$ cat src/source/dataMem_cfg.svh
`ifndef DATAMEM_CFG_SVH
`define DATAMEM_CFG_SVH

// word size of the load/store path
`define DATA_WIDTH 32

`define MEM_WORDS 256    // main memory depth in words

// cycles from read strobe to read data
`define MEM_LATENCY 3

`define CACHE_LINES 16   // one word per line

`endif
$ cat src/source/dataMemPkg.sv
`default_nettype none
`include "dataMem_cfg.svh"

package dataMemPkg;

    typedef enum logic [2:0] {
        LOAD_BYTE  = 3'd0,
        LOAD_HALF  = 3'd1,
        LOAD_WORD  = 3'd2,
        ULOAD_BYTE = 3'd3,
        ULOAD_HALF = 3'd4,
        STORE_BYTE = 3'd5,
        STORE_HALF = 3'd6,
        STORE_WORD = 3'd7
    } memOp_t;

    // same address word, seen whole or split for the cache
    typedef union packed {
        logic [`DATA_WIDTH-1:0] raw;
        struct packed {
            logic [25:0] tag;
            logic [3:0]  index;    // selects one of the lines
            logic [1:0]  offset;   // byte within the word
        } fields;
    } memAddr_u;

endpackage

`default_nettype wire

$ cat src/source/loadAligner.sv
`timescale 1ns/1ps
`default_nettype none
`include "dataMem_cfg.svh"

module loadAligner import dataMemPkg::*; (
    input  logic                   clk,
    input  logic                   rstN,
    input  logic                   alignStrobe,
    input  memOp_t                 op,
    input  logic [1:0]             offset,
    input  logic [`DATA_WIDTH-1:0] word,
    output logic                   alignValid,
    output logic [`DATA_WIDTH-1:0] loadData
);

    logic [7:0]             selByte;
    logic [15:0]            selHalf;
    logic [`DATA_WIDTH-1:0] alignNext;

    assign selByte = word[{offset, 3'b000} +: 8];
    assign selHalf = offset[1] ? word[31:16] : word[15:0];   // bit 0 ignored

    always_comb begin
        case (op)
            LOAD_BYTE:  alignNext = {{24{selByte[7]}}, selByte};
            LOAD_HALF:  alignNext = {{16{selHalf[15]}}, selHalf};
            ULOAD_BYTE: alignNext = {24'b0, selByte};
            ULOAD_HALF: alignNext = {16'b0, selHalf};
            LOAD_WORD:  alignNext = word;
            default:    alignNext = word;
        endcase
    end

    always_ff @(posedge clk or negedge rstN) begin
        if (!rstN) begin
            alignValid <= 1'b0;
        end else begin
            alignValid <= alignStrobe;
        end
    end

    always_ff @(posedge clk) begin
        if (alignStrobe) begin
            loadData <= alignNext;
        end
    end

endmodule

`default_nettype wire

$ cat config.mk
export PLATFORM = sky130hd
export DESIGN_NAME = loadAligner
export DESIGN_NICKNAME = d
export VERILOG_FILES = /design/src/source/dataMemPkg.sv /design/src/source/loadAligner.sv
export VERILOG_INCLUDE_DIRS = /design/src /design/src/source
export SDC_FILE = /design/constraint.sdc
export NUM_CORES = 1
export LEC_CHECK = 0
export ABC_AREA = 0
export BUFFER_PORTS_ARGS = -buffer_cell sky130_fd_sc_hd__buf_2
export CORE_AREA = 2 2 69 71
export CTS_CLUSTER_DIAMETER = 80
export CTS_CLUSTER_SIZE = 8
export DETAILED_ROUTE_END_ITERATION = 12
export DIE_AREA = 0 0 71 73
export GPL_TIMING_DRIVEN = 0
export PLACE_DENSITY = 0.77
export SETUP_SLACK_MARGIN = 0.5
export SLEW_MARGIN = 10
export SYNTH_ARGS = -nofsm -noshare
export SYNTH_HDL_FRONTEND = slang
export SYNTH_SLANG_ARGS = --single-unit
$ cat constraint.sdc
create_clock -name clk -period 0.8 [get_ports clk]
set_clock_uncertainty 0.05 [all_clocks]
set_input_delay 0.12 -clock clk [delete_from_list [all_inputs] [get_ports clk]]
set_output_delay 0.12 -clock clk [all_outputs]
set_load 0.02 [all_outputs]
=== After elaboration in Yosys (flattened, before gate mapping) ===
Cells that the tools add are included.

* Flip-flop bits (word level): 33
* Input port bits: 40
* Output and inout port bits: 33
* Word-level logic and storage cells: 9

* Eq/ne operators: 3
* Shift operators: 1
* Muxes and demuxes: 2
* Reduce and logical (&&, ||, !) cells: 1

{| class="wikitable"
|+ Operators by type and width
! cell !! number
|-
| 32-bit case mux with 4 select lines || 1
|-
| 32-bit by 6-bit indexed part select with 8-bit output || 1
|-
| 16-bit 2-to-1 mux || 1
|-
| 3-bit by 1-bit equality test with 1-bit output (second input constant) || 1
|-
| 3-bit by 2-bit equality test with 1-bit output (second input constant) || 1
|-
| 3-bit equality test (second input constant) || 1
|-
| 3-bit logical NOT || 1
|}

=== Longest topological paths before layout ===
Gate-level depths: netlist of run 1.

* Depth in word-level cells: 2
* Mapped depth: 6
* Depth with buffers taken out: 3

=== Worst setup path before layout of run 1 ===
No wires, ideal clock.

* Path type: input to register
* Start point: input offset[1]
* End point: register loadData[7] (data pin)
* Library setup time: 0.272 ns
* Arrival: 1.227 ns
* Data required time: 0.478 ns
* Setup slack: -0.749 ns
* Cell stages on the path: 3
* Path buffers: 0
* Cells stage by stage: mux4_2 -> and3_1 -> or4_1

* Word-level cells in the longest chain between the ends: 2
* Elaborated cells on any way between the ends: 3
* Those cells by class: 1 x shift; 2 x mux

{| class="wikitable"
|+ Ends and longest elaborated chain
! element !! line !! RTL
|-
| start, declared || loadAligner.sv:10 || <nowiki>input logic [1:0] offset,</nowiki>
|-
| 32-bit by 6-bit indexed part select with 8-bit output / 16-bit 2-to-1 mux (equally long branches) || loadAligner.sv:20, loadAligner.sv:21 ||
|-
| 32-bit case mux with 4 select lines * || loadAligner.sv:24 || <nowiki>case (op)</nowiki>
|-
| net alignNext[7] || loadAligner.sv:18 || <nowiki>logic [`DATA_WIDTH-1:0] alignNext;</nowiki>
|-
| end signal, assigned || loadAligner.sv:44 || <nowiki>loadData <= alignNext;</nowiki>
|-
| end, declared || loadAligner.sv:13 || <nowiki>output logic [`DATA_WIDTH-1:0] loadData</nowiki>
|}

The timed path passes the listed nets; every way through them passes the cells marked *.
A chain may end at the register's enable or synchronous reset.

=== Final worst setup path of run 1 ===
* Start point: input offset[1]
* End point: register loadData[12] (data pin)

Same word-level chain as after synthesis.

==> summary.md, run 1 <==
| Metric | Value |
|---|---|
| Power Density | `1490 mW/mm^2` |
| Starting Density | `0.470` |
| Die area | `roughly 0.0052 mm^2` |
| Setup TNS | `-20650 ps` |
| Total routed wirelength | `roughly 7500 um` |
| Sequential share of the synthesized area | `0.463` |
| Pre-Repair DR Iteration Count | `6` |
| Detail Placement HPWL | `about 4300 um` |
| Yosys top cell by area | `edfxtp_1` |
| Global-route wire length before repair | `approximately 10000 um` |
| Io pins | `73` |
| Final min period | `about 1300 ps` |
| GRT met3 Usage | `0.0428` |
| Leak | `approximately 1.5 nW` |
| Synth top area share | `0.451` |
| Input/output buffers | `71` |
| Status | `finished, violations left` |
| Main synth FF type | `edfxtp_1` |
| CP endpoint kind | `register` |
| H-tree lvl count | `2` |
| Gpl congestion | `~0.93` |
| Row count | `25` |
| Synth cell count leaders | `41 x nand2_1, 32 x edfxtp_1` |
| Logic pwr share | `0.350` |
| Syn-to-layout area delta | `66.8%` |
| Hold crit path type | `input port to register` |
| Syn avg cell area | `10.3 um^2` |
| Post-synthesis cell type count | `between 40 and 50` |
| M1 GR Usage | `0.316` |
| Violated checks | `hold timing, setup timing` |
| Post-Syn Area | `~0.0021 mm^2` |
| # DRC | `0` |
| FMAX | `approximately 760 MHz` |
| Cts hold-fix bufs | `1` |
| Area contributors post-synth | `edfxtp_1 45%, nand2_1 7.2%, mux2_2 4.2%` |
| Largest net degree at the start of global routing | `17` |
| GR Overflow Total | `0` |
| Internal power | `approximately 3.6 mW` |
| Post-route worst setup slack | `-519 ps` |
| Vias in the first global route | `1999` |
| Yosys warns | `0` |
| Flop pwr share | `0.413` |
| Setup-failing EPs final | `65` |
| Filler cell count | `280` |
| Post-Syn Nets | `approximately 250` |
| Max-slew violation total from the final report | `0` |
| Post-route ant nets | `0` |
| Layout cells sized above 1 | `0.570` |
| Final net count | `346` |
| Pre-CTS WS | `-962 ps` |
| Synthesized instance count | `between 200 and 250` |
| Asr flop ratio synth | `0.0303` |
| Critical Path AT | `1320 ps` |
| Max-cap check violation count | `0` |
| Clock network power share | `0.237` |
| Clock sink count | `33` |
| Final period utilization | `1.65` |
| Actual slew at the worst max-slew pin | `455 ps` |
| Routed len/inst | `slightly above 20 um` |
| Vias per cell | `just over 6` |
| Switch share | `0.315` |
| P_sw | `around 1.7 mW` |
| Total Power | `~5.3 mW` |
| Reg clk slew, reported paths | `about 80 ps` |
| Fin. Hold Viols | `1` |
| Maximum VDD drop | `0.619 mV` |
| Gr busiest metal | `met2` |
| Starting DRT DRC Count | `between 150 and 200` |
| Critical path peak fanout | `5` |
| Vias | `between 2000 and 2500` |
| Initial antenna violation count | `0` |
| Yosys reg bits | `33` |
| Crit path kind | `input port to register` |
| Startpoint Class | `input port` |
| Post-synth EDFFs | `32` |
| Die X | `approximately 70 um` |
| Core area | `around 0.0045 mm^2` |
| Gr usage total | `0.255` |
| Hold WS | `-52.2 ps` |
| CTS root buf | `clkbuf_8` |
| Height of the die | `73 um` |
| CTS buffer count | `5` |
| Slew headroom | `0.697` |
| GR Util met2 | `0.454` |
| Clock Path Buffers | `2` |
| CP Data Required Time | `around 800 ps` |
| Ant diodes | `0` |
| Most common cell in the netlist | `nand2_1` |
| CTS tree | `done` |
| Unrepaired setup endpoints after global routing | `yes` |
## flip-flops by register name (all words and copies together), names as in the netlist
| register | count |
|---|---|
| alignValid | 1 |
| loadData | 32 |
## repair_timing
| action | 4_1_cts | 5_1_grt |
|---|---|---|
| endpoints found under the hold margin | 2 | 1 |
| pin swaps | 24 | 17 |
| setup endpoints to repair | 98 | 65 |
| gates cloned | 5 | 1 |
| gates resized for setup | 83 | 73 |
| buffers inserted | 8 | 6 |
## cell type report
class	instances	area (um^2)	share of cell area
buffer	18	189	0.0532
sequential	33	986	0.277
tap	54	67.6	0.0190
inverter	3	11.3	0.00317
clock buffer	5	68.8	0.0194
timing repair buffer	92	866	0.244
multi-input combinational	153	1350	0.379
clock inverter	3	17.5	0.00493
## routing by layer
| layer | vias to the layer above | share of wire | routed length (um) |
|---|---|---|---|
| li1 | 1008 | - | - |
| met2 | 135 | 0.51 | 3840 |
| met3 | 19 | 0.076 | 569 |
| met4 | 0 | 0.027 | 201 |
| met5 | - | 0 | 0 |
| met1 | 1070 | 0.38 | 2840 |
## cell usage in the layout, fill, tap and decap left out, types with 5 or more instances in the layout
master     n
buf_6     41
a32o_1     5
buf_8      6
and3_1     7
nand2_1   25
buf_2     40
a221oi_2   5
a221o_1    5
nand2_2   16
edfxtp_1  32
clkbuf_8   6
buf_4      7
mux2_4     8
or2_1      5
nor3b_1    5
## logic make-up (layout without fill, tap and decap cells)
family,after synthesis,count (layout),synth area share
AOI/OAI and AO/OA,46,46,0.174
xor gates and xnor gates,2,2,0.00822
DFF,33,33,0.463
buffers and inverters,21,121,0.0446
and+or+nand+nor,93,93,0.242
muxes,12,12,0.0681
## critical path, cell delays in order
cell	delay, ps
buf_12	110
buf_12	120
buf_16	120
mux2_4	290
or2_1	230
a221o_1	320
## power by group through the flow
stage          sequential [mW]  clock [mW]  combinational (mW)
2_1_floorplan             2.45           0               0.549
3_3_place_gp              2.19           0                1.25
3_5_place_dp              2.20           0                1.27
4_1_cts                   2.16        1.24                1.56
5_1_grt                   2.21        1.31                1.94
6_report                  2.19        1.26                1.86
## through the flow
step                hold WS, ps  cell area (um^2)   util  std cells
floorplan                  -226              2240      -        207
global placement           -155              2670  0.588        332
global route              -48.9              3550  0.783        361
CTS                       -47.7              3240  0.714        354
detailed placement         -153              2670  0.588        332
finish                    -52.2              3550  0.783        361
## worst paths after layout
| check | start | depth (start not counted) | to |
|---|---|---|---|
| setup / recovery | offset[1] | 6 | loadData[12] |
| hold / removal | alignStrobe | 1 | alignValid |
| max in group asynchronous | rstN | 2 | alignValid |
| min in group asynchronous | rstN | 2 | alignValid |
Note: power is estimated with default switching activity, not from simulation.
==> inputs of run 2 (changes only) <==
CORE_AREA = 2 2 76 78   (was 2 2 69 71)
DIE_AREA = 0 0 78 80   (was 0 0 71 73)
PLACE_DENSITY = 0.65   (was 0.77)
==> run 2 against run 1 <==
- critical endpoint is now loadData[24]
- sequential cell count unchanged
- largest cell class unchanged
- the flow still finishes with violations (hold timing, setup timing)
- cell area up 2.1%
- sequential power about the same
- global-route usage down 3.9 points
- worst hold slack worse by 230 ps
- utilization down 11 points
- first-iteration DRC count down 5.0%
==> summary.md, run 2 (synthesis gave the netlist of run 1 again) <==
| Metric | Value |
|---|---|
| Maximum VDD drop | `0.759 mV (+23%)` |
| Startpoint Class | `input port` |
| Post-route ant nets | `0 (unchanged)` |
| Commonest cells after routing, fill and taps aside | `48 x buf_2, 36 x buf_6, 32 x nand2_1, 32 x edfxtp_1, 12 x buf_4` |
| Commonest non-fill, non-tap cell in the layout | `buf_2` |
| Pre-CTS WS | `-985 ps (-23.5 ps)` |
| CTS root buf | `clkbuf_8` |
| Reg with most FFs | `loadData` |
| Final min period | `1380 ps (+59.6 ps)` |
| Syn-to-layout area delta | `70.2%` |
| CTS tree | `done` |
| Register area | `986 um^2 (unchanged)` |
| Reg clk slew, reported paths | `60 ps (-20 ps)` |
| Met3 wire len | `665 um (+17%)` |
| Height of the die | `80 um (+9.6%)` |
| Unrepaired setup endpoints after global routing | `yes` |
| # DRC | `0 (unchanged)` |
| Slew headroom | `0.703 (+0.00672)` |
| Cts hold-fix bufs | `1 (unchanged)` |
| Setup-failing EPs final | `65 (unchanged)` |
| Leak | `1.52 nW (+2.1%)` |
| GR Overflow Total | `0 (unchanged)` |
| Global-route wire length before repair | `10300 um (+2.1%)` |
| Violated checks | `hold timing, setup timing` |
| H-tree lvl count | `2 (unchanged)` |
| Final net count | `353 (+2.0%)` |
| Ant diodes | `0 (unchanged)` |
| Clock Path Buffers | `2 (unchanged)` |
| Vias | `2203 (-1.3%)` |
| FMAX | `725 MHz (-4.3%)` |
| Gpl congestion | `0.854 (-8.2%)` |
| Detail Placement HPWL | `4250 um (-0.91%)` |
| Pre-Repair DR Iteration Count | `4 (-2)` |
| Met1 wire length | `2660 um (-6.6%)` |
| Total routed wirelength | `6920 um (-7.2%)` |
| Multi-input gate area | `0.00137 mm^2 (+1.7%)` |
| Largest registers | `loadData x32, alignValid x1` |
| Initial antenna violation count | `0 (unchanged)` |
| Fin. Hold Viols | `1 (unchanged)` |
| Io pins | `73 (unchanged)` |
| Status | `finished, violations left` |
| Filler cell count | `404 (+44%)` |
| Max-cap check violation count | `0 (unchanged)` |
| Starting DRT DRC Count | `151 (-5.0%)` |
| Critical path peak fanout | `4 (-1)` |
| Max-slew violation total from the final report | `0 (unchanged)` |
| Die area | `0.00624 mm^2 (+20%)` |
| Hold WS | `-278 ps (-226 ps)` |
| CP endpoint kind | `register` |
| Max reg flops | `32 (unchanged)` |
| Input/output buffers | `71 (unchanged)` |
| Hold crit path type | `input port to async pin` |
| Critical Path AT | `1380 ps (+60 ps)` |
| Top Layer Used | `met4` |
| Routed len/inst | `17.9 um (-13%)` |
| Met2 WL | `3280 um (-14%)` |
| Starting Density | `0.394 (-0.0756)` |
| CTS buffer count | `5 (unchanged)` |
| Die X | `78 um (+9.9%)` |
| Gr usage total | `0.216 (-0.0389)` |
| Power Density | `1450 mW/mm^2 (-3.1%)` |
| Core area | `0.00541 mm^2 (+19%)` |
| Clock sink count | `33 (unchanged)` |
| Vias per cell | `5.71 (-7.7%)` |
| Layout cells sized above 1 | `0.567 (-0.00315)` |
| Actual slew at the worst max-slew pin | `445 ps (-10.1 ps)` |
| Post-layout util | `0.671 (-0.112)` |
| CP Data Required Time | `800 ps (about the same)` |
| Final period utilization | `1.72 (+0.0745)` |
| Vias in the first global route | `2023 (+1.2%)` |
| Crit path kind | `input port to register` |
| Crit path from | `offset[1]` |
| Row count | `27 (+8.0%)` |
| Largest net degree at the start of global routing | `18 (+1)` |
| Post-route worst setup slack | `-579 ps (-59.6 ps)` |
run 2: changes by cell type in the layout (fill, tap and decap cells not counted), sizes merged:
cell	change
buf	+9
inv	-2
clkbuf	-1
clkinvlp	+1
dlygate4sd3	-1
dlymetal6s4s	+1
run 2: per-stage QoR:
step                TNS, ps  std cells  instance area (um^2)  power (mW)  hold slack [ps]
finish               -21530        386                  3630        5.25             -278
global route         -23300        386                  3630        5.47             -276
CTS                  -20280        373                  3180        4.91            -47.2
detailed placement   -38510        350                  2690        3.47             -154
global placement     -38150        350                  2690        3.46             -155
floorplan            -16870        207                  2240        3.00             -226
run 2: power by group:
group | internal, mW | switching, mW | total [mW] | leakage (nW)
combinational | 0.922 | 0.948 | 1.87 | 1.15
sequential | 2.12 | 0.0553 | 2.18 | 0.323
clock | 0.602 | 0.596 | 1.20 | 0.0450
run 2: critical path, cell delays in order:
cell	delay, ps
buf_8	110
buf_12	120
mux2_4	280
a222oi_1	250
buf_4	220
buf_4	120
buf_4	110
nand2_1	50
run 2: path summary, 6_finish.rpt:
kind	slack [ps]	endpoint	cells past startpoint
min in group clk	10	loadData[2]	1
worst min-delay path	-280	alignValid	2
worst max-delay path	-580	loadData[24]	8
max in group asynchronous	890	alignValid	2
run 2: cell type report:
cell class | instances | area share
clock buffers | 6 | 0.0200
inverters | 3 | 0.00517
flip-flops and latches | 33 | 0.272
clock inverters | 2 | 0.00276
repair buffers | 99 | 0.246
plain buffers | 18 | 0.0517
multi-input cells | 153 | 0.378
well taps | 72 | 0.0248
run 2: routing by layer:
metal | vias up | global-route usage
li1 | 1020 | -
met1 | 1039 | 0.278
met2 | 123 | 0.343
met3 | 21 | 0.0498
met4 | 0 | 0.105
met5 | - | 0
run 2: what timing repair did:
item / 4_1_cts / 5_1_grt
pin swaps: 15 / 11
setup endpoints to repair: 98 / 91
endpoints found under the hold margin: 2 / 1
buffers inserted: 11 / 12
gates resized for setup: 66 / 77
cloned: 3 / 1
