File: config.mk
export PLATFORM = sky130hd
export DESIGN_NAME = dataCache
export DESIGN_NICKNAME = d
export VERILOG_FILES = /design/src/source/dataMemPkg.sv /design/src/source/dataCache.sv
export VERILOG_INCLUDE_DIRS = /design/src /design/src/source
export SDC_FILE = /design/constraint.sdc
export NUM_CORES = 1
export LEC_CHECK = 0
export ABC_AREA = 1
export BUFFER_PORTS_ARGS = -buffer_cell sky130_fd_sc_hd__buf_2
export CORE_ASPECT_RATIO = 1.25
export CORE_MARGIN = 3
export CORE_UTILIZATION = 30
export DETAILED_ROUTE_END_ITERATION = 8
export PLACE_DENSITY = 0.45
export SKIP_CTS_REPAIR_TIMING = 1
export SLEW_MARGIN = 20
export SYNTH_ARGS = -nofsm -noshare
export SYNTH_HDL_FRONTEND = slang
export SYNTH_SLANG_ARGS = --single-unit
File: constraint.sdc
create_clock -name clk -period 4.2 [get_ports clk]
set_input_delay 0.21 -clock clk [delete_from_list [all_inputs] [get_ports clk]]
set_output_delay 0.21 -clock clk [all_outputs]
set_load 0.02 [all_outputs]
File: src/source/dataMem_cfg.svh
`ifndef DATAMEM_CFG_SVH
`define DATAMEM_CFG_SVH

// word size of the load/store path
`define DATA_WIDTH 32

`define MEM_WORDS 256    // main memory depth in words

// cycles from read strobe to read data
`define MEM_LATENCY 3

`define CACHE_LINES 16   // one word per line

`endif
File: src/source/dataMemPkg.sv
`default_nettype none
`include "dataMem_cfg.svh"

package dataMemPkg;

    typedef enum logic [2:0] {
        LOAD_BYTE  = 3'd0,
        LOAD_HALF  = 3'd1,
        LOAD_WORD  = 3'd2,
        ULOAD_BYTE = 3'd3,
        ULOAD_HALF = 3'd4,
        STORE_BYTE = 3'd5,
        STORE_HALF = 3'd6,
        STORE_WORD = 3'd7
    } memOp_t;

    // same address word, seen whole or split for the cache
    typedef union packed {
        logic [`DATA_WIDTH-1:0] raw;
        struct packed {
            logic [25:0] tag;
            logic [3:0]  index;    // selects one of the lines
            logic [1:0]  offset;   // byte within the word
        } fields;
    } memAddr_u;

endpackage

`default_nettype wire

File: src/source/dataCache.sv
`timescale 1ns/1ps
`default_nettype none
`include "dataMem_cfg.svh"

module dataCache import dataMemPkg::*; (
    input  logic                   clk,
    input  logic                   rstN,
    input  memAddr_u               lookupAddr,
    input  logic                   fillStrobe,
    input  logic                   updStrobe,
    input  logic [`DATA_WIDTH-1:0] lineData,
    output logic                   cacheHit,
    output logic [`DATA_WIDTH-1:0] cacheData
);

    logic [25:0]            tagArr [`CACHE_LINES];
    logic [`DATA_WIDTH-1:0] dataArr [`CACHE_LINES];
    logic [`CACHE_LINES-1:0] validArr;

    logic [3:0]  lineIdx;
    logic [25:0] lineTag;
    logic        tagMatch;

    assign lineIdx = lookupAddr.fields.index;
    assign lineTag = lookupAddr.fields.tag;

    // hit check is purely combinational
    assign tagMatch  = (tagArr[lineIdx] == lineTag);
    assign cacheHit  = validArr[lineIdx] && tagMatch;
    assign cacheData = dataArr[lineIdx];

    always_ff @(posedge clk or negedge rstN) begin
        if (!rstN) begin
            validArr <= '0;              // all lines empty
        end else if (fillStrobe) begin
            validArr[lineIdx] <= 1'b1;
        end
    end

    always_ff @(posedge clk) begin
        if (fillStrobe) begin
            tagArr[lineIdx] <= lineTag;
        end
    end

    // a fill always writes, an update only on a hit
    always_ff @(posedge clk) begin
        if (fillStrobe) begin
            dataArr[lineIdx] <= lineData;
        end else if (updStrobe && cacheHit) begin
            dataArr[lineIdx] <= lineData; // write-through keeps line current
        end
    end

endmodule

`default_nettype wire

## Yosys cells after proc, flatten, opt, wreduce, memory -nomap -nowiden

Memories as Yosys holds them, arrays and structs flattened.
Cells that the tools add are included.

- Register bits: 16
- Memory bits (writable): 928
- Bits of input ports: 68
- Output and inout port bits: 33
- Word-level logic and storage cells: 21
- Memories kept: 2

Memories:

| name | depth | bits a word | rd ports | clocked after Yosys merged registers in | write ports | line | source |
|---|---|---|---|---|---|---|---|
| dataArr | 16 | 32 | 1 | 0 | 1 | dataCache.sv:17 | `` logic [`DATA_WIDTH-1:0] dataArr [`CACHE_LINES]; `` |
| tagArr | 16 | 26 | 1 | 0 | 1 | dataCache.sv:16 | `` logic [25:0] tagArr [`CACHE_LINES]; `` |

- Magnitude comparators: 2
- Equal/unequal tests: 1
- Muxes and demuxes: 10
- Bitwise gates (word level): 2
- Reduce and logical (&&, ||, !) cells: 3

Operators with widths:

| operator | number |
|---|---|
| $mux W32 | 1 |
| $eq A26 B26 Y1 | 1 |
| $or A16 B16 Y16 | 1 |
| $mux W1 | 7 |
| $lt A4 B5 Y1 const B | 1 |
| $bmux W1 S4 | 1 |
| $demux W1 S4 | 1 |
| $ge A4 B1 Y1 const B | 1 |
| $logic_and A1 B1 Y1 | 3 |
| $or A1 B1 Y1 | 1 |

## Longest topological paths before layout

Gate-level depths: netlist of run 1.

- Depth after elaboration: 8
- Depth in mapped cells: 20
- Mapped depth without buffers: 16

## Worst setup path after synthesis of run 1

OpenSTA, ideal clock, no wires.

- Path type: in2reg
- From: input port lookupAddr[2] in the netlist's numbering
- To: memory dataArr[4][0] in the netlist's numbering, enable pin
- Arrival time: 3.203 ns
- Data required time: 3.768 ns
- Slack: 0.565 ns
- Stages: 18
- Path buffers: 3
- Path through: buf_6 inv_2 buf_6 buf_6 nand2_1 nand2_1 nand2_1 nand2_1 nand2_1 nand2_1 nor2_1 nand2_1 nand2_1 nor2_1 nand3_1 nor2_1 nand3_2 a21oi_1

- Longest elaborated chain between the ends: 8
- Elaborated cells on any way between the ends: 10

RTL lines:

| element | line | source |
|---|---|---|
| start: declaration | dataCache.sv:8 | `input memAddr_u lookupAddr,` |
| $mem_v2 Z16 W26 / $bmux W1 S4 (equally long branches) | -- |  |
| $eq A26 B26 Y1 / $mux W1 (equally long branches) | dataCache.sv:28, dataCache.sv:29 |  |
| $logic_and A1 B1 Y1 | dataCache.sv:29 | `assign cacheHit = validArr[lineIdx] && tagMatch;` |
| $logic_and A1 B1 Y1 | dataCache.sv:50 | `end else if (updStrobe && cacheHit) begin` |
| $mux W1 | dataCache.sv:50 |  |
| $mux W1 | dataCache.sv:48 | `if (fillStrobe) begin` |
| $mux W1 (not written as such) | dataCache.sv:51 | `dataArr[lineIdx] <= lineData;` |
| $or A1 B1 Y1 (no line) | -- |  |
| end: declaration | dataCache.sv:17 |  |

Several ways; a longest one is shown, not always the timed one. The select of a mux whose other input is x is not followed.

## Worst setup path in the final report of run 1

- From: input port lookupAddr[2] in the netlist's numbering
- To: output port cacheData[11]

- Longest elaborated chain between the ends: 1

RTL lines:

| element | line | source |
|---|---|---|
| $mem_v2 Z16 W32 | -- |  |
| end: declaration | dataCache.sv:13 | `` output logic [`DATA_WIDTH-1:0] cacheData `` |

Every way passes these cells.

==> impl_metrics.ini, run 1 <==
[run_status]
outcome = finished clean

[placement]
dp_cells = 4352
dp_hpwl_um = 53400
gp_congestion = 0.802
port_buffers = 98
dp_slack_ns = 0.472

[routing]
wl_per_cell_um = 22.3
initialDrtViolationCount = 1764
dr.pass1.iters = 6
vias = 22400
routed_wl_um = 102000
viasPerCell = 4.87
drc = 0
final_antenna_net_count = 0

[timing]
slew_viol_final = 0
tightest_slew_ns = 0.975
hold_viol = 0
setup-tns-final_ns = 0
rsz0062_at_grt = false
fmax_mhz = 279
min_period_ns = 3.58
maxSlewHeadroom_pct = 35.0
hold_ws_ns = 0.0198
period_share_pct = 85.4
setup_viol = 0
fin_ws_ns = 0.615
skew_ns = 0.0268

[critical_path]
reg2reg_slack_ns = 1.25
r2r_start = tagArr[0][24]
start_kind = input pin
worstSetupPathType = input pin to output port
required_ns = 3.99
crit_top_cell = buf_4
cp_cell_sequence = buf_4 -> nand2_4 -> inv_6 -> buf_4 -> buf_4 -> a22oi_1 -> a21boi_0 -> a2111o_1 -> buf_2
critPathBufInv = 5
r2r-end = dataArr[4][2]
cp_top_family = buffers and inverters
ff2ff_path_depth = 15
endpoint_kind = output port
cp_slowest_stage_delay_ns = 0.85
path_max_fanout = 68
cp_slowest_cell = buf_4
arrival_ns = 3.37

[power_and_ir_drop]
total_leakage_power_uw = 0.0153
total_power_uw = 20300
power_density_nw_per_um2 = 467
ir_worst_vdd_mv = 0.314

[layout]
finalNonFillerCells = 4590
final_common_cell = nand2_1
area_growth_pct = 18.0
drive_above_1_share_pct = 12.2
nNetsFinal = 2984
final_cell_mix = nand2_1 (971), edfxtp_1 (928), a22oi_1 (261)

[synthesis]
syn_inst = 2728
synthDistinctLibCells = 30
ys_seq_elements = 944
synth_area_per_cell_um2 = 13.5
synthFlopType = edfxtp_1
async_flop_share_pct = 1.69
synth_area_um2 = 36900
synth_edf_count = 928
synth_nets = 2796
yosysSeqAreaShare_pct = 76.6
ys_warn_count = 0

[clock_network]
cts_max_path_buffers = 3
clk_latency_ns = 0.67
root_buffer = clkbuf_16
cts_made_buffers = 100
path_clk_slew_ns = 0.06
cts_tree = done
clock_sinks = 944
cts_max_level = 3

[global_routing]
grt_max_degree = 133
antenna_found_initial = 6
grt_pass1_vias = 22500
grt_first_pass_wirelength_um = 151000
grt_overflow = 0
grtUsageTotal_pct = 15.9

[floorplan]
start_util_pct = 30.3
die-area_um2 = 127000
rows = 143
dieWidth_um = 320
coreArea_um2 = 122000
io-pin-count = 101
die_h_um = 398

[min_path]
hp-start = lookupAddr[13]
min_to = tagArr[11][7]
hold_class = input pin to flip-flop
whs_path_depth = 1

[job]
cap_violations = 0
layer usage:
layer | track usage [%] | share of wire, % | up-vias
met2 | 27.6 | 50 | 525
met4 | 3.99 | 1.9 | 6
met3 | 3.10 | 4.8 | 130
met5 | 0 | 0.040 | -
met1 | 20.6 | 44 | 11400
li1 | - | - | 10300
registers in the layout, summed over array words and instances (netlist names):
signal	flops
tagArr	416
dataArr	512
validArr	16
worst reg2reg max path: stages, from the launching register on:
cell and delay (ns):
edfxtp_1 0.36, nand2_1 0.07, nand2_1 0.05, nand2_1 0.09
nand3_1 0.10, nand2_1 0.07, nand2_1 0.07, o21bai_1 0.34
nand2_1 0.09, nor2_1 0.14, nand3_1 0.11, nor2_1 0.16
nand3_2 0.08, buf_4 0.27, a21oi_4 0.23, buf_12 0.31
cells by family after synthesis:
family	count (synthesis)	share of synthesized area, %
xor gates and xnor gates	1	0.0237
buffers and inverters	176	2.27
AOI/OAI and AO/OA	458	8.90
and+or+nand+nor	1149	12.2
DFF	944	76.6
synthesized netlist by cell type (3+ instances only):
cell type	instances	area [um^2]
nand2_1	973	3650
edfxtp_1	928	27900
a22oi_1	261	1960
a21oi_1	88	440
nor2_1	80	300
clkbuf_1	75	282
nand3_1	53	265
buf_2	34	170
a2111o_1	32	360
a21boi_0	32	240
inv_1	25	93.8
o21ai_0	21	105
buf_1	18	67.6
buf_6	16	180
dfrtp_1	16	400
or2_2	13	81.3
a21oi_2	10	87.6
nor3_1	10	50.1
o21bai_1	8	60.1
nand4_1	7	43.8
nor2_2	6	37.5
o21ai_1	6	30.0
buf_4	4	30.0
nor3b_1	4	30.0
inv_2	3	11.3
through the flow:
stage | utilization (%) | area [um^2]
CTS | 35.2 | 42900
finish | 35.7 | 43500
global route | 35.7 | 43500
floorplan | - | 36900
detailed placement | 32.7 | 39800
global placement | 32.7 | 39800
worst max-delay path by stage:
| stage | start | end | slack [ns] | cells after the start |
|---|---|---|---|---|
| final | lookupAddr[2] | cacheData[11] | 0.62 | 9 |
| after detailed placement | lookupAddr[2] | dataArr[1][3] | 0.47 | 17 |
| after floorplan | lookupAddr[2] | dataArr[4][0] | 0.56 | 18 |
| after global placement | lookupAddr[2] | dataArr[5][10] | 0.42 | 17 |
| after global routing | lookupAddr[2] | cacheData[11] | 0.45 | 9 |
| after CTS | lookupAddr[2] | cacheData[11] | 0.63 | 9 |
power breakdown:
group / switching, uW / internal (uW) / leakage (uW)
clock network: 3500 / 4870 / 0.00151
registers: 51.8 / 10600 / 0.00854
logic: 930 / 384 / 0.00526
total: 4480 / 15800 / 0.0153
layout make-up:
| cell class | count | area (um^2) |
|---|---|---|
| fillers | 11700 | 78300 |
| multi-input cells | 1608 | 8080 |
| well taps | 1595 | 2000 |
| clock buffers | 133 | 2670 |
| flip-flops and latches | 944 | 28300 |
| diodes | 2 | 5.00 |
| clock inverters | 46 | 425 |
| repair buffers | 233 | 1950 |
| inverters | 29 | 118 |
Note: power is estimated with default switching activity, not from simulation.
==> run 2: changes to the inputs <==
--- a/config.mk
+++ b/config.mk
@@ -14,6 +14,7 @@
 export DETAILED_ROUTE_END_ITERATION = 8
 export PLACE_DENSITY = 0.45
 export SKIP_CTS_REPAIR_TIMING = 1
+export SKIP_LAST_GASP = 1
 export SLEW_MARGIN = 20
 export SYNTH_ARGS = -nofsm -noshare
 export SYNTH_HDL_FRONTEND = slang
==> constraint.sdc (replaced) <==
create_clock -name clk -period 4.2 [get_ports clk]
set_input_delay 0 -clock clk [delete_from_list [all_inputs] [get_ports clk]]
set_output_delay 0 -clock clk [all_outputs]
set_load 0.02 [all_outputs]
==> run 2 against run 1 <==
Net effect: count of clock-buffer cells in the layout decreased by 2; clock skew decreased by 0.0028 ns; core utilization grew 0.29 points; critical path type unchanged; non-clock buffer count up 6; die area unchanged; sequential cell count unchanged; via count down 0.29%; first-iteration DRC count rose by 4.6%.
==> impl_metrics.ini, run 2 (synthesis gave the netlist of run 1 again) <==
[critical_path]
path_depth = 8
cp_cell_sequence = buf_2 -> nor2_4 -> buf_4 -> buf_6 -> a22oi_1 -> a21boi_0 -> a2111o_1 -> buf_2
worstSetupPathType = input pin to output port
cp_top_family = buffers and inverters
endpoint_kind = output port
start_kind = input pin
critPathBufInv = 4
reg2reg_slack_ns = 1.10
cp_slowest_stage_delay_ns = 0.73
ff2ff_path_depth = 16
cp_slowest_cell = nor2_4
r2r_start = tagArr[8][2]
path_max_fanout = 82
required_ns = 4.20
arrival_ns = 3.25
crit_top_cell = buf_2
r2r-end = dataArr[11][6]

[global_routing]
grt_first_pass_wirelength_um = 151000
grt_pass1_vias = 22200
grt_overflow = 0
grt_max_degree = 133
antenna_found_initial = 8
grtUsageTotal_pct = 16.0

[routing]
dr.pass1.iters = 5
viasPerCell = 4.84
final_antenna_net_count = 0
routed_wl_um = 103000
vias = 22300
initialDrtViolationCount = 1845
drc = 0
wl_per_cell_um = 22.4

[power_and_ir_drop]
p_switching_uw = 4560
combinationalPowerShare_pct = 6.4
ir_worst_vdd_mv = 0.327
power_density_nw_per_um2 = 472
power_frac_seq_pct = 51.3
swShare_pct = 22.0
total_leakage_power_uw = 0.0155
p_int_uw = 16100
clock_power_share_pct = 42.4
total_power_uw = 20700

[timing]
period_share_pct = 77.3
tightest_slew_ns = 0.942
setup-tns-final_ns = 0
fmax_mhz = 308
skew_ns = 0.0240
hold_viol = 0
rsz0062_at_grt = false
min_period_ns = 3.25
slew_viol_final = 0
maxSlewHeadroom_pct = 37.2
setup_viol = 0

[floorplan]
dieWidth_um = 320
die_h_um = 398
die-area_um2 = 127000
rows = 143
coreArea_um2 = 122000
start_util_pct = 30.3
io-pin-count = 101

[layout]
area_growth_pct = 18.9
final_cell_mix = nand2_1 (971), edfxtp_1 (928), a22oi_1 (261)
final_common_cell = nand2_1
fill_cells = 11600
largest-register = dataArr
largest_reg_flops = 512
multi_input_area_um2 = 8080
nNetsFinal = 2990
regArea_um2 = 28300
largestRegisters = dataArr: 512 flops, tagArr: 416 flops, validArr: 16 flops
drive_above_1_share_pct = 12.7

[run_status]
outcome = finished clean

[min_path]
whs_path_depth = 4
min_to = dataArr[15][22]
hold_class = input pin to flip-flop
hp-start = updStrobe

[clock_network]
path_clk_slew_ns = 0.06
cts_max_level = 3
clk_latency_ns = 0.67
cts_max_path_buffers = 3
cts_tree = done
cts_made_buffers = 100
clock_sinks = 944
root_buffer = clkbuf_16

[job]
cap_violations = 0

[placement]
port_buffers = 98
dp_hpwl_um = 54000
gp_congestion = 0.803
## run 2: cell count changes in the layout (fill, tap and decap cells not counted), sizes merged, moves of 3 or more
cell,previous run,this run
clkinv,37,41
bufinv,7,10
dlygate4sd3,57,60
buf,176,179
## run 2: per-layer routing
metal  global-route usage, %  wire, um  up-vias
li1                        -         -    10300
met1                    21.0     45400    11200
met2                    27.1     50600      569
met3                    3.00      5330      118
met4                    4.15      1860        6
met5                       0        40        -
## run 2: cell type report
cell class / count / share of cell area (%)
Sequential cell: 944 / 64.4
Clock buffer: 131 / 6.23
Clock inverter: 56 / 1.23
Antenna cell: 4 / 0.0228
Multi-Input combinational cell: 1608 / 18.4
Tap cell: 1595 / 4.55
Timing Repair Buffer: 239 / 4.84
Inverter: 29 / 0.268
## run 2: how the worst max path moves through the flow
stage / startpoint / to / slack [ns]
after floorplan: lookupAddr[2] / dataArr[4][0] / 0.77
after global placement: lookupAddr[3] / dataArr[11][6] / 0.42
after detailed placement: lookupAddr[3] / dataArr[4][10] / 0.45
after CTS: lookupAddr[3] / cacheData[16] / 0.65
after global routing: lookupAddr[3] / cacheData[16] / 0.83
final: lookupAddr[3] / cacheData[16] / 0.95
## run 2: power groups by stage
stage          combinational (uW)  sequential, uW  clock, uW
6_report                     1320           10600       8770
5_1_grt                      1460           10600       9410
4_1_cts                      1300           10600       8990
3_5_place_dp                 1290           10800          0
3_3_place_gp                 1280           10800          0
2_1_floorplan                 707           10800          0
## run 2: worst min-delay path, delay by kind of cell
family,cells,cell delay [ns]
compound gates,1,0.17
buf+inv,2,0.39
simple gates,1,0.12
## run 2: metrics by stage
stage	hold slack, ns	instance area (um^2)	setup WS (ns)	utilization [%]	instances
after CTS	-0.788	43200	0.646	35.5	4542
final	0.229	43900	0.954	36.0	4606
after global placement	-0.0721	40000	0.417	32.8	4355
after floorplan	-0.296	36900	0.775	-	2728
after global routing	0.210	43900	0.832	36.0	4604
after detailed placement	-0.0576	40000	0.446	32.8	4355
