===== config.mk =====
export PLATFORM = sky130hd
export DESIGN_NAME = storeMerger
export DESIGN_NICKNAME = d
export VERILOG_FILES = /design/src/source/dataMemPkg.sv /design/src/source/storeMerger.sv
export VERILOG_INCLUDE_DIRS = /design/src /design/src/source
export SDC_FILE = /design/constraint.sdc
export NUM_CORES = 1
export LEC_CHECK = 0
export CAP_MARGIN = 10
export CELL_PAD_IN_SITES_DETAIL_PLACEMENT = 1
export CELL_PAD_IN_SITES_GLOBAL_PLACEMENT = 1
export CORE_MARGIN = 3
export CORE_UTILIZATION = 48
export CTS_BUF_LIST = sky130_fd_sc_hd__clkbuf_4 sky130_fd_sc_hd__clkbuf_8
export CTS_CLUSTER_SIZE = 24
export DETAILED_ROUTE_END_ITERATION = 16
export DONT_BUFFER_PORTS = 1
export GPL_TIMING_DRIVEN = 0
export HOLD_SLACK_MARGIN = 0.02
export PLACE_DENSITY_LB_ADDON = 0.1
export SETUP_SLACK_MARGIN = 0.2
export SLEW_MARGIN = 15
export SYNTH_ARGS = -nofsm -noshare
export SYNTH_HDL_FRONTEND = slang
export SYNTH_SLANG_ARGS = --single-unit

===== constraint.sdc =====
create_clock -name clk -period 0.8 [get_ports clk]
set_input_delay 0.2 -clock clk [delete_from_list [all_inputs] [get_ports clk]]
set_output_delay 0.2 -clock clk [all_outputs]
set_load 0.01 [all_outputs]

===== src/source/dataMem_cfg.svh =====
`ifndef DATAMEM_CFG_SVH
`define DATAMEM_CFG_SVH

// word size of the load/store path
`define DATA_WIDTH 32

`define MEM_WORDS 256    // main memory depth in words

// cycles from read strobe to read data
`define MEM_LATENCY 3

`define CACHE_LINES 16   // one word per line

`endif

===== src/source/dataMemPkg.sv =====
`default_nettype none
`include "dataMem_cfg.svh"

package dataMemPkg;

    typedef enum logic [2:0] {
        LOAD_BYTE  = 3'd0,
        LOAD_HALF  = 3'd1,
        LOAD_WORD  = 3'd2,
        ULOAD_BYTE = 3'd3,
        ULOAD_HALF = 3'd4,
        STORE_BYTE = 3'd5,
        STORE_HALF = 3'd6,
        STORE_WORD = 3'd7
    } memOp_t;

    // same address word, seen whole or split for the cache
    typedef union packed {
        logic [`DATA_WIDTH-1:0] raw;
        struct packed {
            logic [25:0] tag;
            logic [3:0]  index;    // selects one of the lines
            logic [1:0]  offset;   // byte within the word
        } fields;
    } memAddr_u;

endpackage

`default_nettype wire


===== src/source/storeMerger.sv =====
`timescale 1ns/1ps
`default_nettype none
`include "dataMem_cfg.svh"

module storeMerger import dataMemPkg::*; (
    input  logic                   clk,
    input  logic                   rstN,
    input  logic                   mergeStrobe,
    input  memOp_t                 op,
    input  logic [1:0]             offset,
    input  logic [`DATA_WIDTH-1:0] oldWord,
    input  logic [`DATA_WIDTH-1:0] storeData,
    output logic                   mergeValid,
    output logic [`DATA_WIDTH-1:0] mergedWord
);

    logic [`DATA_WIDTH-1:0] mergeNext;

    always_comb begin
        mergeNext = oldWord;
        case (op)
            STORE_BYTE: mergeNext[{offset, 3'b000} +: 8] = storeData[7:0];
            STORE_HALF: mergeNext[{offset[1], 4'b0000} +: 16] = storeData[15:0];
            STORE_WORD: mergeNext = storeData;
            default:    mergeNext = oldWord;   // loads leave the word alone
        endcase
    end

    always_ff @(posedge clk or negedge rstN) begin
        if (!rstN) begin
            mergeValid <= 1'b0;
        end else begin
            mergeValid <= mergeStrobe;
        end
    end

    always_ff @(posedge clk) begin
        if (mergeStrobe) begin
            mergedWord <= mergeNext;     // held until the next merge
        end
    end

endmodule

`default_nettype wire


# Word level (Yosys, flattened, before mapping)
# Cells that the tools add are included.
dict set report totals {
  out_inout_bits 33
  regBits 33
  input_bits 72
  word_cells 14
}
dict set report op_classes {
  muxes 3
  shifts 4
  add_sub_neg 2
  n_eq_ne 3
}
# op count
set ops {}
lappend ops {{32-bit case mux with 3 select lines} 1}
lappend ops {{32-bit bitwise mux} 2}
lappend ops {{16-bit by 7-bit variable shift with 32-bit output, first input constant} 1}
lappend ops {{8-bit by 7-bit variable shift with 32-bit output, first input constant} 1}
lappend ops {{16-bit by 7-bit variable part select with 32-bit output} 1}
lappend ops {{8-bit by 7-bit variable part select with 32-bit output} 1}
lappend ops {{5-bit negation with 7-bit output} 2}
lappend ops {{3-bit equality test, second input constant} 3}

# Logic depth before layout (Yosys ltp)
# Gate-level depths: netlist of the first run.
dict set report logic_depth {
  depth_word 4
  ltp_mapped 9
  ltp_nobuf 6
}

# Worst setup path after synthesis of the first run
# Ideal clock, no wire load.
dict set report synth_path {
  kind {input-to-reg}
  start {in offset[1]}
  end {reg mergedWord[13], data pin}
  cell_stages 8
  slack_ns -1.043
  path_buffers 2
  setup_time_ns 0.262
  t_required_ns 0.538
  arrival_ns 1.582
  path_cell_list {clkbuf_2 buf_4 inv_1 ha_1 and3b_1 nor3b_2 a222oi_1 inv_1}
}
dict set report synth_via {
  elab_chain_cells 4
  word_cells_on_any_way 9
  cone_classes {add/sub: 2; shift: 4; mux: 3}
}
# item line
set synth_lines {}
lappend synth_lines {{start: declaration} storeMerger.sv:10} ;# input logic [1:0] offset,
lappend synth_lines {{5-bit negation with 7-bit output, on equally long branches} {storeMerger.sv:23, storeMerger.sv:22}}
lappend synth_lines {{16-bit by 7-bit variable part select with 32-bit output, or another cell as far along} storeMerger.sv:23} ;# STORE_HALF: mergeNext[{offset[1], 4'b0000} +: 16] = storeData[15:0];
lappend synth_lines {{32-bit bitwise mux, on equally long branches} {storeMerger.sv:23, storeMerger.sv:22}}
lappend synth_lines {{32-bit case mux with 3 select lines (*)} storeMerger.sv:21} ;# case (op)
lappend synth_lines {{net mergeNext[13]} storeMerger.sv:17} ;# logic [`DATA_WIDTH-1:0] mergeNext;
lappend synth_lines {{end signal: assignment} storeMerger.sv:39} ;# mergedWord <= mergeNext;
lappend synth_lines {{end: declaration} storeMerger.sv:14} ;# output logic [`DATA_WIDTH-1:0] mergedWord
# Mark *: on every way through the listed nets, which the timed path passes. The rest lies on a longest branch.
# A chain may end at the register's enable or synchronous reset.

# Final worst setup path of the first run
dict set report layout_path {
  start {in offset[1]}
  end {reg mergedWord[14], data pin}
}
# Same word-level chain as after synthesis.

==> metrics.cfg, run 1 <==
[logic_synthesis]
synth.distinct_cells=44
synth-main-ff-cell=edfxtp_1
syn-num-nets=293
synth_cells=216
synth-seq-cells=33
syn_area_per_cell_sq_um=10.3
synth_area_sq_um=2230
async_flop_share=0.0303
yosysSeqAreaShare=0.442
yosysWarnings=0
synth_enable_flop_cells=32

[sta]
worst_pin_slew_ns=0.562
min_period_ns=1.44
fin_crit_sh=1.79
holdWs_ns=-0.0518
fmax_ghz=0.697
rsz0062_at_grt=true
timing.setup.tns_ns=-21.80
finalHoldViolations=1
maxSlewHeadroom=0.625
setup_ws_ns=-0.635
setup_viol=65
slew_violations=0

[critical_path]
required_ns=0.83
max_stage_delay_ns=0.29
critPathLaunch=offset[1]
setup.worst_path.class=in2reg
slowest_stage=a222oi_1
crit_path_start_kind=input port
crit_family=simple AND/OR/NAND/NOR gates
critPathCaptureType=flop
path_buf_inv=4
crit_chain=clkbuf_16 > buf_12 > inv_8 > ha_4 > and3b_1 > nor3b_4 > a222oi_1 > inv_1
path_max_fanout=6
cp.arrival_ns=1.46

[flow_run]
maxCapViolCount=0

[drt]
drc_errors=0
dr.pass1.iters=5
viasPerCell=7.22
vias=2051
routed_wl_mm=7.60
dr.first_iter.drc_count=266
ant_nets=0
drt-wirelength-per-cell_um=26.8

[power]
switching_power_w=0.00120
seqPwrFrac=0.516
internal_power_w=0.00318
ir_worst_vdd_v=0.000692
switching_share=0.274
power_w=0.00438
comb_power_share=0.202
power.clock.fraction=0.282
power_density_nw_per_um2=1600
power_leakage_nw=0.988

[die]
rows=24
io_pins=105
core_area_sq_um=4410
die_area_sq_um=5500
start_util=0.506
die_w_um=74.2
fp.dieH_um=74.2

[worst_hold_path]
worstHoldStart=mergeStrobe
min_path_type=in2reg
holdPathEnd=mergeValid
whs_path_depth=0

[global_routing]
grt_pass1_wl_mm=11.1
grt_max_degree=34
grt_util_all_layers=0.269
grt_overflow=0
antenna_found_initial=0
grt_pass1_vias=2070

[placement]
numPortBuffers=0
hpwl_mm=5.33
routabilityCongestion=0.894

[clock_network]
cts_max_level=2
clockBufferDepth=2
numCtsBuffers=5
cts_root_buf=clkbuf_8
cts_tree=built
clkTransAtPathRegs_ns=0.06
clkSinkCount=33
postCtsHoldBufs=1

[layout]
n_fill_cell=450
layout-drive-gt1-share=0.310
n_antenna_cell=0
area_delta_synth_final_pct=22.6
nets=308

[run_status]
violations=negative hold slack, negative setup slack
outcome=finished with violations

==> layer usage <==
metal / track usage / routed length (um) / up-vias / share of wire
met5: 0 / 0 / - / 0
met4: 0.0744 / 148 / 0 / 0.019
met3: 0.0649 / 663 / 18 / 0.087
met2: 0.450 / 3920 / 111 / 0.52
met1: 0.348 / 2870 / 1030 / 0.38
li1: - / - / 892 / -
==> timing repair <==
action / 4_1_cts / 5_1_grt
gates resized for setup: 18 / 22
cloned: 0 / 0
hold endpoints to repair: 9 / 15
pin swaps: 16 / 10
endpoints found under the setup margin: 65 / 65
setup buffers: 5 / 2
==> per-stage QoR <==
stage / cell area, sq um / worst slack, ns / std cells / hold WS (ns) / utilization
2_1_floorplan: 2340 / -0.847 / 216 / -0.0956 / -
6_report: 2740 / -0.635 / 284 / -0.0518 / 0.620
3_5_place_dp: 2400 / -1.07 / 268 / -0.0956 / 0.544
3_3_place_gp: 2400 / -1.01 / 268 / -0.0956 / 0.544
4_1_cts: 2620 / -0.599 / 282 / -0.0567 / 0.594
5_1_grt: 2740 / -0.717 / 284 / -0.0611 / 0.620
==> sequential cells by signal (all words and copies together), names as in the netlist <==
| name | cells |
|---|---|
| mergeValid | 1 |
| mergedWord | 32 |
==> synth_stat cells (2+ instances only) <==
library cell  number  area, sq um
and3_1             3         18.8
nand4_1            2         12.5
ha_1               5         62.6
clkbuf_1           3         11.3
a22oi_1           22          165
a21oi_1           11         55.1
nand2_1            6         22.5
a222oi_1           6         60.1
a221o_1            7         70.1
a2bb2oi_1          2         17.5
buf_4              5         37.5
nand3_1            7         35.0
nor2_1            18         67.6
nor2b_1           10         62.6
a31oi_1            8         50.1
nor3b_2            2         25.0
mux2i_1            7         70.1
buf_2              4         20.0
edfxtp_1          32          961
o21ai_0           14         70.1
nor2b_2            2         17.5
inv_1             11         41.3
o221ai_1           2         17.5
a22o_1             6         52.6
o21a_1             2         15.0
==> power groups by stage <==
stage | sequential [W] | clock, W | combinational, W
after floorplan | 0.00228 | 0 | 0.000581
after global placement | 0.00230 | 0 | 0.000676
after detailed placement | 0.00230 | 0 | 0.000719
after CTS | 0.00227 | 0.00125 | 0.000793
after global routing | 0.00228 | 0.00131 | 0.000953
final | 0.00226 | 0.00123 | 0.000886
==> worst max-delay path by stage <==
stage,to,slack (ns),cells past startpoint
finish,mergedWord[14],-0.64,8
global route,mergedWord[14],-0.72,8
CTS,mergedWord[24],-0.60,8
detailed placement,mergedWord[24],-1.07,8
floorplan,mergedWord[13],-0.85,8
global placement,mergedWord[24],-1.01,8
==> final cells by class <==
cell class / count / area [sq um] / share of cell area
Inverter: 11 / 52.6 / 0.0192
Multi-Input combinational cell: 158 / 1340 / 0.491
Sequential cell: 33 / 986 / 0.360
Tap cell: 52 / 65.1 / 0.0238
Clock buffer: 6 / 76.3 / 0.0279
Buffer: 14 / 138 / 0.0503
Timing Repair Buffer: 8 / 66.3 / 0.0242
Clock inverter: 2 / 10.0 / 0.00366
==> placed cells by master (no fill, tap or decap), types with 3 or more instances in the layout <==
cell | synthesis | final
edfxtp_1 | 32 | 32
a22oi_1 | 22 | 21
nor2_1 | 18 | 17
buf_4 | 5 | 9
o21ai_1 | 0 | 9
nor2b_1 | 10 | 9
inv_1 | 11 | 8
a221o_1 | 7 | 7
mux2i_1 | 7 | 7
a21oi_2 | 0 | 6
a222oi_1 | 6 | 6
a22o_1 | 6 | 6
a31oi_1 | 8 | 5
clkbuf_8 | 0 | 5
nand2_1 | 6 | 4
nand3_1 | 7 | 4
buf_6 | 1 | 3
nand2_2 | 1 | 3
buf_2 | 4 | 3
nor2_4 | 1 | 3
nor3b_4 | 0 | 3
o21ai_0 | 14 | 3
nand3_2 | 0 | 3
a21oi_4 | 0 | 3
ha_4 | 0 | 3
==> kinds of logic after synthesis <==
group	Yosys count	share of synthesized area
AOI/OAI and AO/OA	87	0.287
and+or+nand+nor	58	0.150
DFF	33	0.442
buffers and inverters	25	0.0566
muxes	8	0.0364
adders and majority gates	5	0.0280
No activity file was read; power rests on OpenSTA's default activity.
==> inputs of run 2 (changes only) <==
--- a/config.mk
+++ b/config.mk
@@ -10,8 +10,7 @@
 export CELL_PAD_IN_SITES_DETAIL_PLACEMENT = 1
 export CELL_PAD_IN_SITES_GLOBAL_PLACEMENT = 1
 export CORE_MARGIN = 3
-export CORE_UTILIZATION = 48
-export CTS_BUF_LIST = sky130_fd_sc_hd__clkbuf_4 sky130_fd_sc_hd__clkbuf_8
+export CORE_UTILIZATION = 43
 export CTS_CLUSTER_SIZE = 24
 export DETAILED_ROUTE_END_ITERATION = 16
 export DONT_BUFFER_PORTS = 1
==> run 2 against run 1 <==
- routed wire length up 4.8%
- critical path depth up 1
- final cell count up 7.4%
- hold slack worse by 0.0047 ns
- combinational power up 0.6%
- clock power about the same
- cell area up 2.2%
- sequential share of layout area down 0.79 points
- the flow still finishes with violations (negative hold slack, negative setup slack)
- highest routed layer unchanged
- largest cell class unchanged
==> metrics.cfg, run 2 (same netlist as run 1, synthesis figures left out) <==
[run_status]
outcome=finished with violations
violations=negative hold slack, negative setup slack

[clock_network]
cts_max_level=2
clockBufferDepth=2
clkTransAtPathRegs_ns=0.07
cts_tree=built
cts_root_buf=clkbuf_8
numCtsBuffers=5
postCtsHoldBufs=1
clkSinkCount=33

[power]
power_leakage_nw=1.02
ir_worst_vdd_v=0.000764
power.clock.fraction=0.282
comb_power_share=0.203
power_density_nw_per_um2=1570
switching_power_w=0.00124
power_w=0.00439
internal_power_w=0.00315
seqPwrFrac=0.515
switching_share=0.283

[global_routing]
grt_util_all_layers=0.268
antenna_found_initial=0
grt_pass1_wl_mm=12.3
grt_overflow=0
grt_max_degree=34
grt_pass1_vias=2172

[die]
rows=25
start_util=0.457
die_w_um=78.1
io_pins=105
die_area_sq_um=6090
fp.dieH_um=78.1
core_area_sq_um=4880

[layout]
final_design_area_no_fill_sq_um=2800
final_common_cell=edfxtp_1
layout-drive-gt1-share=0.311
final_cell_mix=edfxtp_1, a22oi_1, nor2_1
nets=314
largest_reg_flops=32
n_antenna_cell=0
utilization=0.574
regMostFlops=mergedWord
largestRegisters=mergedWord x32, mergeValid x1
area_delta_synth_final_pct=25.4

[placement]
routabilityCongestion=0.840
hpwl_mm=5.50
dpl_cell_area_sq_um=2420
place_ws_ns=-1.06
numPortBuffers=0

[drt]
viasPerCell=6.65
drt-wirelength-per-cell_um=26.1
drc_errors=0
vias=2027
ant_nets=0
dr.pass1.iters=5
dr.first_iter.drc_count=144
routed_wl_mm=7.97

[sta]
maxSlewHeadroom=0.640
setup_viol=65
slew_violations=0
fmax_ghz=0.678
finalHoldViolations=1
fin_crit_sh=1.84
holdWs_ns=-0.0565
setup_ws_ns=-0.674
min_period_ns=1.47
rsz0062_at_grt=true
worst_pin_slew_ns=0.541

[critical_path]
setup.worst_path.class=in2reg
cp.arrival_ns=1.50
critPathCaptureType=flop
crit_path_start_kind=input port
required_ns=0.83
path_max_fanout=7

[worst_hold_path]
whs_path_depth=0
min_path_type=in2reg
holdPathEnd=mergeValid
worstHoldStart=mergeStrobe

[flow_run]
maxCapViolCount=0

[run 2: cell types whose count changed in the layout (fill, tap and decap cells not counted), sizes merged]
cell,before,now
buf,17,23
clkinv,2,3
clkinvlp,1,0
[run 2: layout make-up]
cell class	count	area [sq um]
Fill cell	520	2080
Multi-Input combinational cell	158	1330
Sequential cell	33	986
Buffer	14	141
Timing Repair Buffer	14	123
Tap cell	67	83.8
Clock buffer	6	72.6
Inverter	11	53.8
Clock inverter	2	10.0
[run 2: routing by layer]
metal  GRT usage  up-vias  share of wire
met4      0.0647        0          0.015
li1            -      900              -
met1       0.330     1022           0.40
met5           0        -              0
met3      0.0814       11          0.083
met2       0.458       94           0.50
[run 2: repair_timing]
| action | 4_1_cts | 5_1_grt |
|---|---|---|
| endpoints found under the hold margin | 9 | 33 |
| setup buffers | 12 | 0 |
| pin swaps | 17 | 17 |
| gates resized for setup | 28 | 13 |
| endpoints found under the setup margin | 65 | 65 |
| cloned | 1 | 0 |
[run 2: per-stage QoR]
step / cells / hold WS (ns) / setup TNS (ns)
6_report: 305 / -0.0565 / -21.88
4_1_cts: 305 / -0.0599 / -21.73
2_1_floorplan: 216 / -0.0956 / -23.61
3_3_place_gp: 283 / -0.0956 / -27.61
3_5_place_dp: 283 / -0.0956 / -28.32
5_1_grt: 305 / -0.0746 / -24.50
[run 2: worst max path at each step]
stage	end	from	depth (start not counted)	slack, ns
3_5_place_dp	mergedWord[25]	offset[1]	8	-1.06
5_1_grt	mergedWord[15]	offset[1]	8	-0.70
6_report	mergedWord[19]	offset[1]	9	-0.67
2_1_floorplan	mergedWord[13]	offset[1]	8	-0.85
4_1_cts	mergedWord[14]	offset[1]	8	-0.67
3_3_place_gp	mergedWord[25]	offset[1]	8	-1.02
[run 2: power groups by stage]
stage | logic [W] | registers (W) | clock network [W]
2_1_floorplan | 0.000581 | 0.00228 | 0
3_3_place_gp | 0.000680 | 0.00230 | 0
3_5_place_dp | 0.000719 | 0.00231 | 0
4_1_cts | 0.000843 | 0.00227 | 0.00125
5_1_grt | 0.000971 | 0.00228 | 0.00135
6_report | 0.000891 | 0.00226 | 0.00124
[run 2: critical path: stages]
cell and delay [ns]:
clkbuf_16 0.13, buf_12 0.12, clkinv_8 0.04, ha_4 0.20
buf_6 0.12, nor3b_4 0.15, nand2_2 0.09, nor2_4 0.06
a221o_1 0.38
==> inputs of run 3 (changes only) <==
--- a/config.mk
+++ b/config.mk
@@ -6,6 +6,7 @@
 export SDC_FILE = /design/constraint.sdc
 export NUM_CORES = 1
 export LEC_CHECK = 0
+export ABC_AREA = 1
 export CAP_MARGIN = 10
 export CELL_PAD_IN_SITES_DETAIL_PLACEMENT = 1
 export CELL_PAD_IN_SITES_GLOBAL_PLACEMENT = 1
==> constraint.sdc (replaced) <==
create_clock -name clk -period 0.8 [get_ports clk]
set_input_delay 0.2 -clock clk [delete_from_list [all_inputs] [get_ports clk]]
set_output_delay 0.2 -clock clk [all_outputs]
set_load 0.05 [all_outputs]
==> run 3 against run 2 <==
- the run still ends with negative hold slack, negative setup slack left
- clock-buffer cell count rose by 2
- combinational power rose by 40%
- critical path depth rose by 2
- die area rose by 28%
- critical endpoint is now mergedWord[7]
==> metrics.cfg, run 3 <==
[layout]
largest_reg_flops=32
nets=566
layout-drive-gt1-share=0.180
area_delta_synth_final_pct=20.0
multiInputGateArea_sq_um=1790
final_common_cell=nand2_1
largestRegisters=mergedWord x32, mergeValid x1
regMostFlops=mergedWord
n_fill_cell=886
final_design_area_no_fill_sq_um=3500
utilization=0.542
final_cell_mix=nand2_1, nor2_1, edfxtp_1
seqCellArea_sq_um=987
n_antenna_cell=0

[sta]
worst_pin_slew_ns=0.645
setup_ws_ns=-0.458
min_period_ns=1.26
rsz0062_at_grt=true
maxSlewHeadroom=0.570
holdWs_ns=-0.0517
fin_crit_sh=1.57
finalHoldViolations=1
fmax_ghz=0.795
setup_viol=65
slew_violations=0

[drt]
vias=3125
drc_errors=0
dr.first_iter.drc_count=198
routed_wl_mm=10.4
dr.pass1.iters=4
viasPerCell=5.51
ant_nets=0
drt-wirelength-per-cell_um=18.3

[global_routing]
grt_overflow=0
use_met3=0.0829
grt_util_all_layers=0.275
grt_pass1_wl_mm=16.4
grt_pass1_vias=3289
met1_usage=0.360
grt_util_met2=0.434
grt_max_degree=34
top_usage_layer=met2
antenna_found_initial=0

[critical_path]
crit_family=buffers and inverters
cp.arrival_ns=1.30
crit_path_start_kind=input port
max_stage_delay_ns=0.27
setup.worst_path.class=in2reg
path_max_fanout=7
required_ns=0.84
critPathCaptureType=flop
crit_chain=buf_12 > inv_12 > buf_12 > ha_4 > buf_6 > inv_6 > buf_8 > nand2_8 > o21ai_2 > nand2_1 > nand3_1
path_buf_inv=6
slowest_stage=ha_4
path_common_cell=buf_12

[clock_network]
numCtsBuffers=5
clkSinkCount=33
cts_root_buf=clkbuf_8
postCtsHoldBufs=1
cts_max_level=2
clkTransAtPathRegs_ns=0.07
clockBufferDepth=2
cts_tree=built

[placement]
dpl_cell_area_sq_um=3130
place_ws_ns=-0.915
routabilityCongestion=0.854
hpwl_mm=7.44
numPortBuffers=0

[worst_hold_path]
min_path_type=in2reg

[logic_synthesis]
synth_compound_area_frac=0.0171
synth-simple-area-share=0.525
synth_area_sq_um=2920
synth.most_common_cell=nand2_1
synth_top_family_by_area=simple AND/OR/NAND/NOR gates
yosysWarnings=0
synthTopCellsByCount=nand2_1, nor2_1, nand3_1, edfxtp_1, inv_1
synthXorXnorAreaFrac=0
yosysSeqAreaShare=0.338
synth.largest_area_cell=edfxtp_1
synthMuxAreaShare=0
syn_area_per_cell_sq_um=6.17
ys_top_cells_by_area=edfxtp_1, nand2_1, nor2_1
syn-num-nets=550
synth-seq-cells=33
synth_enable_flop_cells=32
synth_top_area_share=0.329
synth-main-ff-cell=edfxtp_1
synthAdderAreaFrac=0.0214
synth.distinct_cells=23
async_flop_share=0.0303
synth_cells=473

[power]
power_leakage_nw=1.66
ir_worst_vdd_v=0.000810
power_density_nw_per_um2=1540
comb_power_share=0.232
switching_share=0.380
internal_power_w=0.00335
switching_power_w=0.00205
seqPwrFrac=0.523
power.clock.fraction=0.245

[flow_run]
maxCapViolCount=0

[die]
core_area_sq_um=6460
io_pins=105
start_util=0.452
rows=29
die_w_um=88.4
die_area_sq_um=7810
fp.dieH_um=88.4

[run_status]
outcome=finished with violations
violations=negative hold slack, negative setup slack

[run 3: changes by cell type in the layout (fill, tap and decap cells not counted), sizes merged, moves of 8 or more]
cell / previous run / this run
nor2: 20 / 78
a22oi: 22 / 0
a31oi: 8 / 0
nand4: 2 / 16
nor2b: 12 / 0
nand3: 7 / 41
inv: 10 / 35
nand2: 7 / 231
a21oi: 11 / 2
[run 3: worst paths after layout]
check	start	to	depth (start not counted)
worst max-delay path	offset[1]	mergedWord[7]	11
worst min-delay path	mergeStrobe	mergeValid	0
max in group asynchronous	rstN	mergeValid	1
min in group asynchronous	rstN	mergeValid	1
[run 3: timing repair]
action,CTS,global route
buffers inserted,6,1
gates resized for setup,35,23
endpoints found under the setup margin,65,65
pin swaps,13,34
endpoints found under the hold margin,10,20
gates cloned,1,0
[run 3: cells by family after synthesis]
kind of cell | after synthesis
buffers and inverters | 59
AO/OA/AOI/OAI | 10
AND/OR/NAND/NOR | 366
flip-flops | 33
adder cells (fa/ha/maj) | 5
[run 3: metrics by stage]
step	hold WS [ns]	cells	total power [W]	setup TNS (ns)
after floorplan	-0.0956	473	0.00365	-21.58
after global placement	-0.0956	550	0.00385	-26.95
after detailed placement	-0.0956	550	0.00389	-27.50
after CTS	-0.0610	566	0.00536	-22.48
after global routing	-0.0656	567	0.00566	-25.66
final	-0.0517	567	0.00541	-23.24
[run 3: layout make-up]
type | count | share of cell area
Tap cell | 77 | 0.0275
Inverter | 35 | 0.0475
Timing Repair Buffer | 9 | 0.0279
Multi-Input combinational cell | 381 | 0.510
Buffer | 24 | 0.0797
Sequential cell | 33 | 0.282
Clock buffer | 8 | 0.0257
[run 3: routing by layer]
layer / share of wire / vias to the layer above
li1: - / 1519
met1: 0.41 / 1454
met2: 0.46 / 132
met3: 0.10 / 20
met4: 0.022 / 0
met5: 0 / -
[run 3: power by group through the flow]
stage	sequential, W	clock, W	combinational, W
2_1_floorplan	0.00285	0	0.000801
3_3_place_gp	0.00286	0	0.000988
3_5_place_dp	0.00286	0	0.00102
4_1_cts	0.00283	0.00135	0.00118
5_1_grt	0.00285	0.00141	0.00140
6_report	0.00283	0.00133	0.00125
